<file path="src/muldiv_cfg.svh">
`ifndef MULDIV_CFG_SVH
`define MULDIV_CFG_SVH

// data path width
`define MULDIV_XLEN 32

// multiplier bits per pipe stage (4, 8 or 16)
`define MULDIV_MUL_UNROLL 8

// rename tag width
`define MULDIV_RNID_W 6

// reservation station entries, one-hot index width
`define MULDIV_RS_ENTRIES 8

`endif

</file>
<file path="src/riscv_op_pkg.sv">
`include "muldiv_cfg.svh"

package riscv_op_pkg;

  typedef logic [`MULDIV_XLEN-1:0] xword_t;

  // M-extension ops, low three bits follow funct3
  typedef enum logic [3:0] {
    OP_MUL    = 4'h0,
    OP_MULH   = 4'h1,
    OP_MULHSU = 4'h2,
    OP_MULHU  = 4'h3,
    OP_DIV    = 4'h4,
    OP_DIVU   = 4'h5,
    OP_REM    = 4'h6,
    OP_REMU   = 4'h7,
    OP_NONE   = 4'hf
  } op_t;

  function automatic logic op_is_mul(op_t op);
    return op inside {OP_MUL, OP_MULH, OP_MULHSU, OP_MULHU};
  endfunction

  function automatic logic op_is_div(op_t op);
    return op inside {OP_DIV, OP_DIVU, OP_REM, OP_REMU};
  endfunction

endpackage

</file>
<file path="src/muldiv_pkg.sv">
`include "muldiv_cfg.svh"

package muldiv_pkg;

  // ====================================================================
  // destination tag, passed through untouched
  // ====================================================================

  typedef struct packed {
    logic [`MULDIV_RNID_W-1:0]     rnid;
    logic                          reg_type;  // 0 gpr, 1 fpr
    logic [`MULDIV_RS_ENTRIES-1:0] index_oh;
  } dest_tag_t;

  // ====================================================================
  // request and result
  // ====================================================================

  typedef struct packed {
    riscv_op_pkg::op_t    op;
    riscv_op_pkg::xword_t rs1;
    riscv_op_pkg::xword_t rs2;
    dest_tag_t            dest;
  } muldiv_req_t;

  typedef struct packed {
    riscv_op_pkg::xword_t data;
    dest_tag_t            dest;
  } muldiv_res_t;

endpackage

</file>
<file path="src/mul_pipe.sv">
`include "muldiv_cfg.svh"

module mul_pipe (
  input  logic                    i_clk,
  input  logic                    i_reset_n,
  input  logic                    i_valid,
  input  muldiv_pkg::muldiv_req_t i_req,
  output logic                    o_valid,
  output muldiv_pkg::muldiv_res_t o_res
);
  import riscv_op_pkg::*;
  import muldiv_pkg::*;

  localparam int XLEN     = `MULDIV_XLEN;
  localparam int UNROLL   = `MULDIV_MUL_UNROLL;
  localparam int MUL_STEP = (XLEN + UNROLL - 1) / UNROLL;
  localparam int B_W      = MUL_STEP * UNROLL + 1;  // extended multiplier
  localparam int PP_W     = XLEN + UNROLL + 2;      // partial product
  localparam int PROD_W   = 2 * XLEN;

  logic              w_a_sgn;
  logic              w_b_sgn;
  logic [XLEN:0]     w_a_ext;
  logic [B_W-1:0]    w_b_ext;
  logic [PROD_W-1:0] w_acc [MUL_STEP];

  logic [MUL_STEP:1] r_valid;
  op_t               r_op   [1:MUL_STEP];
  dest_tag_t         r_dest [1:MUL_STEP];
  logic [PROD_W-1:0] r_acc  [1:MUL_STEP];
  logic [XLEN:0]     r_a    [1:MUL_STEP-1];
  logic [B_W-1:0]    r_b    [1:MUL_STEP-1];

  // ====================================================================
  // operand extension
  // ====================================================================

  assign w_a_sgn = i_req.op inside {OP_MUL, OP_MULH, OP_MULHSU};
  assign w_b_sgn = i_req.op inside {OP_MUL, OP_MULH};
  assign w_a_ext = {w_a_sgn & i_req.rs1[XLEN-1], i_req.rs1};
  assign w_b_ext = {{(B_W-XLEN){w_b_sgn & i_req.rs2[XLEN-1]}}, i_req.rs2};

  // ====================================================================
  // partial product per stage
  // ====================================================================

  for (genvar s = 0; s < MUL_STEP; s++) begin : g_stage
    logic [XLEN:0]     w_a;
    logic [B_W-1:0]    w_b;
    logic [UNROLL:0]   w_chunk;
    logic [PP_W-1:0]   w_pp;
    logic [PROD_W-1:0] w_pp_ext;

    if (s == 0) begin : g_first
      assign w_a      = w_a_ext;
      assign w_b      = w_b_ext;
      assign w_acc[s] = w_pp_ext << (UNROLL * s);
    end else begin : g_next
      assign w_a      = r_a[s];
      assign w_b      = r_b[s];
      assign w_acc[s] = r_acc[s] + (w_pp_ext << (UNROLL * s));
    end

    if (s == MUL_STEP - 1) begin : g_top
      assign w_chunk = w_b[UNROLL*s +: UNROLL+1];  // carries the sign bit
    end else begin : g_low
      assign w_chunk = {1'b0, w_b[UNROLL*s +: UNROLL]};
    end

    assign w_pp     = $signed(w_a) * $signed(w_chunk);
    assign w_pp_ext = {{(PROD_W-PP_W){w_pp[PP_W-1]}}, w_pp};
  end

  always_ff @(posedge i_clk or negedge i_reset_n) begin
    if (!i_reset_n) begin
      r_valid <= '0;
    end else begin
      r_valid <= {r_valid[MUL_STEP-1:1], i_valid};
    end
  end

  always_ff @(posedge i_clk) begin
    r_op[1]   <= i_req.op;
    r_dest[1] <= i_req.dest;
    r_acc[1]  <= w_acc[0];
    r_a[1]    <= w_a_ext;
    r_b[1]    <= w_b_ext;
    for (int s = 1; s < MUL_STEP; s++) begin
      r_op[s+1]   <= r_op[s];
      r_dest[s+1] <= r_dest[s];
      r_acc[s+1]  <= w_acc[s];
    end
    for (int s = 1; s < MUL_STEP - 1; s++) begin
      r_a[s+1] <= r_a[s];
      r_b[s+1] <= r_b[s];
    end
  end

  assign o_valid    = r_valid[MUL_STEP];
  assign o_res.dest = r_dest[MUL_STEP];
  assign o_res.data = (r_op[MUL_STEP] == OP_MUL) ? r_acc[MUL_STEP][XLEN-1:0] :
                                                   r_acc[MUL_STEP][PROD_W-1:XLEN];

endmodule

</file>
<file path="src/div_unit.sv">
`include "muldiv_cfg.svh"

module div_unit (
  input  logic                    i_clk,
  input  logic                    i_reset_n,
  input  logic                    i_valid,
  input  muldiv_pkg::muldiv_req_t i_req,
  output logic                    o_busy,
  output logic                    o_valid,
  output muldiv_pkg::muldiv_res_t o_res,
  input  logic                    i_ready
);
  import riscv_op_pkg::*;
  import muldiv_pkg::*;

  localparam int XLEN  = `MULDIV_XLEN;
  localparam int CNT_W = $clog2(XLEN + 1);

  typedef enum logic [1:0] {IDLE, RUN, DONE} state_t;

  state_t           r_state;
  logic [CNT_W-1:0] r_cnt;
  xword_t           r_quo;
  xword_t           r_rem;
  xword_t           r_dvs;
  logic             r_is_rem;
  logic             r_neg_quo;
  logic             r_neg_rem;
  logic             r_dvs_zero;
  muldiv_res_t      r_res;

  logic             w_start;
  logic             w_sgn;
  logic             w_rs1_neg;
  logic             w_rs2_neg;
  xword_t           w_rs1_mag;
  xword_t           w_rs2_mag;
  logic [XLEN:0]    w_rem_shift;
  logic [XLEN:0]    w_diff;
  xword_t           w_quo_fix;
  xword_t           w_rem_fix;

  assign w_start   = (r_state == IDLE) & i_valid;
  assign w_sgn     = i_req.op inside {OP_DIV, OP_REM};
  assign w_rs1_neg = w_sgn & i_req.rs1[XLEN-1];
  assign w_rs2_neg = w_sgn & i_req.rs2[XLEN-1];
  assign w_rs1_mag = w_rs1_neg ? -i_req.rs1 : i_req.rs1;
  assign w_rs2_mag = w_rs2_neg ? -i_req.rs2 : i_req.rs2;

  // ====================================================================
  // control
  // ====================================================================

  always_ff @(posedge i_clk or negedge i_reset_n) begin
    if (!i_reset_n) begin
      r_state <= IDLE;
      r_cnt   <= '0;
    end else begin
      case (r_state)
        IDLE: if (i_valid) begin
          r_state <= RUN;
          r_cnt   <= '0;
        end
        RUN: if (r_cnt == CNT_W'(XLEN)) r_state <= DONE;  // last cycle fixes signs
             else r_cnt <= r_cnt + 1'b1;
        DONE: if (i_ready) r_state <= IDLE;
        default: r_state <= IDLE;
      endcase
    end
  end

  // ====================================================================
  // restoring divide on magnitudes
  // ====================================================================

  assign w_rem_shift = {r_rem, r_quo[XLEN-1]};
  assign w_diff      = w_rem_shift - {1'b0, r_dvs};

  // most negative / -1 already lands on rs1 and zero here
  assign w_quo_fix = r_dvs_zero ? '1 : (r_neg_quo ? -r_quo : r_quo);
  assign w_rem_fix = r_neg_rem ? -r_rem : r_rem;

  always_ff @(posedge i_clk) begin
    if (w_start) begin
      r_quo      <= w_rs1_mag;  // dividend shifts out as quotient shifts in
      r_rem      <= '0;
      r_dvs      <= w_rs2_mag;
      r_is_rem   <= i_req.op inside {OP_REM, OP_REMU};
      r_neg_quo  <= w_rs1_neg ^ w_rs2_neg;
      r_neg_rem  <= w_rs1_neg;
      r_dvs_zero <= (i_req.rs2 == '0);
      r_res.dest <= i_req.dest;
    end else if (r_state == RUN) begin
      if (r_cnt == CNT_W'(XLEN)) begin
        r_res.data <= r_is_rem ? w_rem_fix : w_quo_fix;
      end else begin
        r_quo <= {r_quo[XLEN-2:0], ~w_diff[XLEN]};
        r_rem <= w_diff[XLEN] ? w_rem_shift[XLEN-1:0] : w_diff[XLEN-1:0];
      end
    end
  end

  assign o_busy  = (r_state != IDLE);
  assign o_valid = (r_state == DONE);
  assign o_res   = r_res;

endmodule

</file>
<file path="src/muldiv_resp_merge.sv">
module muldiv_resp_merge (
  input  logic                    i_mul_valid,
  input  muldiv_pkg::muldiv_res_t i_mul_res,
  input  logic                    i_div_valid,
  input  muldiv_pkg::muldiv_res_t i_div_res,
  output logic                    o_div_ready,
  output logic                    o_wb_valid,
  output muldiv_pkg::muldiv_res_t o_wb
);

  // ====================================================================
  // fixed priority, multiplier first
  // ====================================================================

  // pipeline has no stall, divider waits on conflict
  assign o_div_ready = ~i_mul_valid;

  always_comb begin
    o_wb_valid = 1'b0;
    o_wb       = i_div_res;
    if (i_mul_valid) begin
      o_wb_valid = 1'b1;
      o_wb       = i_mul_res;
    end else if (i_div_valid) begin
      o_wb_valid = 1'b1;
    end
  end

endmodule

</file>
<file path="src/muldiv_top.sv">
module muldiv_top (
  input  logic                    i_clk,
  input  logic                    i_reset_n,
  input  logic                    i_req_valid,
  input  muldiv_pkg::muldiv_req_t i_req,
  output logic                    o_req_ready,
  output logic                    o_wb_valid,
  output muldiv_pkg::muldiv_res_t o_wb
);
  import riscv_op_pkg::*;
  import muldiv_pkg::*;

  logic        w_req_fire;
  logic        w_mul_in_valid;
  logic        w_div_in_valid;
  logic        w_div_busy;
  logic        w_mul_valid;
  logic        w_div_valid;
  logic        w_div_ready;
  muldiv_res_t w_mul_res;
  muldiv_res_t w_div_res;

  // ====================================================================
  // steering
  // ====================================================================

  assign o_req_ready    = ~w_div_busy;  // any divide in flight blocks both
  assign w_req_fire     = i_req_valid & o_req_ready;
  assign w_mul_in_valid = w_req_fire & op_is_mul(i_req.op);
  assign w_div_in_valid = w_req_fire & op_is_div(i_req.op);

  mul_pipe mul_pipe_inst (
    .i_clk     (i_clk),
    .i_reset_n (i_reset_n),
    .i_valid   (w_mul_in_valid),
    .i_req     (i_req),
    .o_valid   (w_mul_valid),
    .o_res     (w_mul_res)
  );

  div_unit div_unit_inst (
    .i_clk     (i_clk),
    .i_reset_n (i_reset_n),
    .i_valid   (w_div_in_valid),
    .i_req     (i_req),
    .o_busy    (w_div_busy),
    .o_valid   (w_div_valid),
    .o_res     (w_div_res),
    .i_ready   (w_div_ready)
  );

  muldiv_resp_merge muldiv_resp_merge_inst (
    .i_mul_valid (w_mul_valid),
    .i_mul_res   (w_mul_res),
    .i_div_valid (w_div_valid),
    .i_div_res   (w_div_res),
    .o_div_ready (w_div_ready),
    .o_wb_valid  (o_wb_valid),
    .o_wb        (o_wb)
  );

endmodule

</file>
<file path="config.mk">
export PLATFORM = sky130hd
export DESIGN_NAME = muldiv_top
export DESIGN_NICKNAME = d
export VERILOG_FILES = /design/src/riscv_op_pkg.sv /design/src/muldiv_pkg.sv /design/src/mul_pipe.sv /design/src/div_unit.sv /design/src/muldiv_resp_merge.sv /design/src/muldiv_top.sv
export VERILOG_INCLUDE_DIRS = /design/src
export SDC_FILE = /design/constraint.sdc
export NUM_CORES = 2
export LEC_CHECK = 0
export BUFFER_PORTS_ARGS = -buffer_cell sky130_fd_sc_hd__buf_4
export CORE_MARGIN = 4
export CORE_UTILIZATION = 47
export DETAILED_ROUTE_END_ITERATION = 8
export PLACE_DENSITY = 0.61
export SYNTH_ARGS = -nofsm -noshare
export SYNTH_HDL_FRONTEND = slang
export SYNTH_SLANG_ARGS = --single-unit
</file>
<file path="constraint.sdc">
create_clock -name i_clk -period 18.9 [get_ports i_clk]
set_clock_uncertainty 0.2 [all_clocks]
set_input_delay 3.78 -clock i_clk [delete_from_list [all_inputs] [get_ports i_clk]]
set_output_delay 3.78 -clock i_clk [all_outputs]
set_load 0.03 [all_outputs]
</file>
# Yosys cells after proc, flatten, opt, wreduce, memory -nomap -nowiden
# Memory sizes are Yosys's and may differ from the RTL's.
# Index checks and enable logic that the tools add are counted.
totals:
  reg_bits: 159
  ram_bits: 530
  inputBits: 86
  out_inout_bits: 49
  wordCells: 99
  memories: 5
memory_table:
  columns: ["name", "depth", "word_bits", "rd", "rd_ports_with_merged_regs", "write_ports", "line_no", "source"]
  rows:
  - ["mul_pipe_inst.r_acc", 4, 64, 4, 0, 4, "mul_pipe.sv:30", "logic [PROD_W-1:0] r_acc [1:MUL_STEP];"]
  - ["mul_pipe_inst.r_a", 3, 33, 3, 0, 3, "mul_pipe.sv:31", "logic [XLEN:0] r_a [1:MUL_STEP-1];"]
  - ["mul_pipe_inst.r_b", 3, 33, 3, 0, 3, "mul_pipe.sv:32", "logic [B_W-1:0] r_b [1:MUL_STEP-1];"]
  - ["mul_pipe_inst.r_dest", 4, 15, 4, 0, 4, "mul_pipe.sv:29", "dest_tag_t r_dest [1:MUL_STEP];"]
  - ["mul_pipe_inst.r_op", 4, 4, 4, 0, 4, "mul_pipe.sv:28", "op_t r_op [1:MUL_STEP];"]
op_classes:
  addsub: 9
  multipliers: 4
  n_eq_ne: 15
  mux: 21
  n_bitwise: 13
  n_reduce_logical: 18
op_table:
  columns: ["op", "count"]
  rows:
  - ["32-bit 2-to-1 mux", 11]
  - ["64-bit adder", 3]
  - ["32-bit negator", 4]
  - ["33-bit by 9-bit multiplier with 42-bit output", 3]
  - ["47-bit 2-to-1 mux", 1]
  - ["33-bit by 9-bit multiplier with 40-bit output", 1]
  - ["33-bit by 32-bit subtractor with 33-bit output", 1]
  - ["32-bit logical NOT", 1]
  - ["4-bit by 3-bit == test with 1-bit output, second input constant", 4]
  - ["6-bit 2-to-1 mux", 2]
  - ["6-bit one-hot mux with 2 select lines", 1]
  - ["2-bit nonzero test", 6]
  - ["3-bit AND reduction", 3]
  - ["1-bit bitwise AND", 8]
  - ["4-bit by 2-bit == test with 1-bit output, second input constant", 2]
  - ["4-bit logical NOT", 2]
  - ["4-bit nonzero test", 2]
  - ["6-bit by 1-bit adder with 6-bit output, second input constant", 1]
  - ["6-bit == test, second input constant", 1]
  - ["2-bit 2-to-1 mux", 3]
  - ["2-bit by 1-bit != test with 1-bit output, second input constant", 3]
  - ["2-bit one-hot mux with 3 select lines", 1]
  - ["4-bit by 1-bit == test with 1-bit output, second input constant", 1]
  - ["2-bit != test, second input constant", 2]
  - ["8 further kinds", 13]

# Depth between registers and ports, before layout
depth:
  ltp_word: 7
  mapped_depth: 35
  mapped_depth_nobuf: 34

# Modules after synthesis
# A second synthesis with hierarchy kept.
hier_totals:
  cells_unflattened: 6649
  hier_area_um2: 62732.7
by_module_without_submodules:
  columns: ["mod", "instances", "cells_each", "area_per_inst_um2"]
  rows:
  - ["mul_pipe", 1, 5524, 51986.1]
  - ["div_unit", 1, 1068, 10100.9]
  - ["muldiv_resp_merge", 1, 54, 614.3]
  - ["muldiv_top", 1, 3, 31.3]

# Worst setup path after synthesis
# OpenSTA, ideal clock, no wires.
synth_path:
  kind: "input port to flip-flop"
  startpoint: "input port i_req[17] (netlist name)"
  endpoint: "register mul_pipe_inst.r_acc[0][127] (netlist name)"
  setup_ns: 0.072
  arrival_ns: 8.937
  t_required_ns: 18.628
  setup_slack_ns: 9.691
  cell_stages: 20
  path_cell_list: "clkbuf_1 > buf_1 > nand2_1 > fa_1 > fa_1 > fa_1 > fa_1 > inv_1 > ha_1 > a21oi_1 > o22ai_1 > o311ai_1 > nor3_1 > o41ai_2 > o311ai_0 > a31oi_1 > o21ai_1 > a221o_1 > a21oi_1 > xnor2_1"
synth_lines:
  columns: ["item", "line_no", "source"]
  rows:
  - ["start: declaration", "muldiv_top.sv:5", "input muldiv_pkg::muldiv_req_t i_req,"]

==> Implementation_results.wiki <==
{| class="wikitable"
! Metric !! Value
|-
| Commonest non-fill, non-tap cell in the layout || inv_1
|-
| TritonCTS clock tree || done
|-
| Post-placement setup slack || ~8900 ps
|-
| Number of storage elements in the synthesis netlist || a little over 600
|-
| TritonCTS buffer count || 74
|-
| Setup bufs post-CTS || 0
|-
| Max Clock Freq || between 100 and 150 MHz
|-
| Die X-Extent || between 300 and 400 um
|-
| Tot GR Track Use || 24.0%
|-
| Wire length of the first global-routing pass || 266000 um
|-
| Number of global-route vias before repair || between 40k and 50k
|-
| Critical path type || flip-flop to flip-flop
|-
| Area used by multi-input combinational logic || between 0.04 and 0.05 mm2
|-
| Height of the die || ~370 um
|-
| Total grt overflow || 0
|-
| Total number of nets in the final design || 8215
|-
| Post-route clock period utilization || between 40% and 50%
|-
| Slew headroom || between 15 and 20%
|-
| Netlist cell types || 88
|-
| WP data arrival || 9680 ps
|-
| Total of hold buffers inserted after clock tree synthesis || 0
|-
| Root buf cell || clkbuf_16
|-
| Antenna-violating nets left || 0
|-
| Sequential cell area fraction in the yosys report || 21.7%
|-
| HPWL after detailed placement || 133000 um
|-
| Time the worst path needs with I/O delays and setup || approximately 9400 ps
|-
| Final GP Congestion || between 0.8 and 0.9
|-
| Level count of the clock H-tree || 3
|-
| Number of top-level pins || about 140
|-
| Resized Gates After CTS || 0
|-
| Crit path launch type || flip-flop
|-
| Number of DRC violations after detailed-routing iteration 0 || around 2.9k
|-
| Area Overhead vs Synth || 8.31%
|-
| Count of clock tree sinks || 619
|-
| Number of buffers between clock root and the deepest sink || 3
|-
| Maximum Capacitance Violations || 0
|-
| Number of failing setup endpoints in the final timing report || 0
|-
| First-pass detailed-route iteration total || 5
|-
| Synth Net Count || 8195
|-
| Floorplan die area || around 0.14 mm2
|-
| Synth Warn # || 0
|-
| Post-Synthesis Cells || 6758
|-
| Prevailing post-synth register cell || dfxtp_1
|-
| Hold Violations, Final || 0
|-
| Average cell area after synthesis || approximately 9.3 um2
|-
| Clock-pin slew on the worst setup and hold paths || around 60 ps
|-
| Layout cells sized above 1 || roughly 5.4%
|-
| Total of fill cells in the finished design || approximately 12k
|-
| Req. time, crit path || 19150 ps
|-
| Std-Cell Rows || ~130
|-
| Leading cell types in the layout, fill and taps excluded || 1047 x inv_1, 847 x fa_1, 667 x nand2_1
|-
| Post-DR wirelength/cell || between 15 and 20 um
|-
| Critical path fanouts, max || 33
|-
| Fin Hold WS || ~120 ps
|-
| Initial standard-cell utilization of the core || a little under half
|-
| Maximum number of pins on one net before global-route repair || between 70 and 80
|-
| Number of synthesized flops with an enable pin || between 100 and 150
|-
| Worst Hold Class || flip-flop to flip-flop
|-
| Mapped Area || 0.0628 mm2
|-
| Final wirelength || approximately 170000 um
|-
| IO buf count || approximately 130
|-
| Kind of end point of the critical path || flip-flop
|-
| Minimum setup slack in the final design || roughly 9500 ps
|-
| Result of the run || completed
|-
| Sum Neg Setup Slack || 0 ps
|-
| Via Count || 45.7k
|-
| Unrepaired setup endpoints after global routing || no
|-
| DRC errors left || 0
|-
| Area of the core || 0.132 mm2
|-
| Sequential standard cell area || 0.0136 mm2
|-
| Max Slew Vio Count || 0
|-
| Antenna violations before repair || 9
|-
| Util after Layout || roughly 51%
|-
| Routed vias/inst || ~5.3
|-
| Worst-skew pair later-pin latency || approximately 660 ps
|-
| Post-synth ARST share || a little under 2%
|-
| Pin slew with the least headroom to its limit || between 1000 and 1500 ps
|}
[logic make-up (layout without fill, tap and decap cells)]
| group | after synthesis | after routing | synth area share (%) |
|---|---|---|---|
| compound gates | 1072 | 1072 | 11.0 |
| mux | 82 | 82 | 1.34 |
| other cells | 0 | 2 | 0 |
| buf+inv | 1271 | 1352 | 7.61 |
| simple gates | 1956 | 1956 | 15.7 |
| xor+xnor | 407 | 407 | 5.68 |
| fa+ha+maj | 1351 | 1351 | 37.0 |
| flops | 619 | 619 | 21.7 |
[layout make-up]
class,instances,area share (%)
Sequential cell,619,20.0
Clock buffer,91,2.98
Multi-Input combinational cell,4868,65.3
Inverter,1048,5.78
Timing Repair Buffer,167,1.84
Tap cell,1755,3.23
Clock inverter,46,0.820
Antenna cell,2,0.00736
[layer usage]
| layer | part of all wire, % | track usage (%) |
|---|---|---|
| met1 | 45 | 32.9 |
| met2 | 45 | 38.1 |
| met3 | 6.0 | 4.35 |
| met4 | 3.8 | 8.53 |
| met5 | 0 | 0 |
[Yosys cell counts (115+ instances only)]
| master | n | area share, % |
|---|---|---|
| inv_1 | 1047 | 6.3 |
| fa_1 | 847 | 27 |
| nand2_1 | 667 | 4.0 |
| and2_1 | 640 | 6.4 |
| ha_1 | 504 | 10 |
| dfxtp_1 | 492 | 16 |
| a21oi_1 | 320 | 2.6 |
| xnor2_1 | 261 | 3.6 |
| nor2_1 | 258 | 1.5 |
| o21ai_0 | 239 | 1.9 |
| clkbuf_1 | 210 | 1.3 |
| a21o_1 | 151 | 1.8 |
| xor2_1 | 146 | 2.0 |
| edfxtp_1 | 115 | 5.5 |
[through the flow]
step | cells | cell area, um2
floorplan | 6758 | 62800
global placement | 8457 | 65400
detailed placement | 8457 | 65400
CTS | 8594 | 68000
global route | 8594 | 68000
finish | 8596 | 68000
[sequential cells by signal, summed over array words and instances (netlist names)]
| name | cells |
|---|---|
| mul_pipe_inst.r_valid | 4 |
| div_unit_inst.r_quo | 32 |
| mul_pipe_inst.r_acc | 234 |
| mul_pipe_inst.r_dest | 60 |
| div_unit_inst.r_state | 2 |
| mul_pipe_inst.r_b | 51 |
| mul_pipe_inst.r_op | 16 |
| div_unit_inst.r_rem | 32 |
| div_unit_inst.o_res | 47 |
| div_unit_inst.r_dvs | 32 |
| div_unit_inst.r_cnt | 6 |
| div_unit_inst.r_is_rem | 1 |
| mul_pipe_inst.r_a | 99 |
| div_unit_inst.r_neg_quo | 1 |
| div_unit_inst.r_neg_rem | 1 |
| div_unit_inst.r_dvs_zero | 1 |
[critical path, stage by stage (launching register included)]
cell and delay (ps):
dfxtp_1 1110, and2_1 280, fa_1 460, fa_1 510, fa_1 490, inv_1 50
fa_1 470, inv_1 40, ha_1 330, a21oi_1 230, o2111ai_1 170, a211o_1 330
a2111oi_0 620, a22oi_1 340, a21o_1 250, a21oi_1 170, xnor2_1 90, ha_1 390
and3_1 290, nand3_1 90, a2111oi_0 590, a211oi_1 150, a31oi_1 340, a21boi_0 210
nor2_1 220, a2111oi_0 140, a221oi_1 640
[path summary, 6_finish.rpt]
check	endpoint	start	depth (start not counted)	slack, ps
min reg2reg	mul_pipe_inst.r_acc[0][264]	mul_pipe_inst.r_acc[0][200]	0	120
max	mul_pipe_inst.r_acc[0][252]	mul_pipe_inst.r_b[0][86]	26	9470
min	mul_pipe_inst.r_acc[0][264]	mul_pipe_inst.r_acc[0][200]	0	120
max reg2reg	mul_pipe_inst.r_acc[0][252]	mul_pipe_inst.r_b[0][86]	26	9470
max in group asynchronous	mul_pipe_inst.r_valid[4]	i_reset_n	1	15570
min in group asynchronous	mul_pipe_inst.r_valid[3]	i_reset_n	1	2760
Power is left out: the tool's default activity adds up to more than one toggle a clock period on the data nets, which glitch-free logic cannot reach.
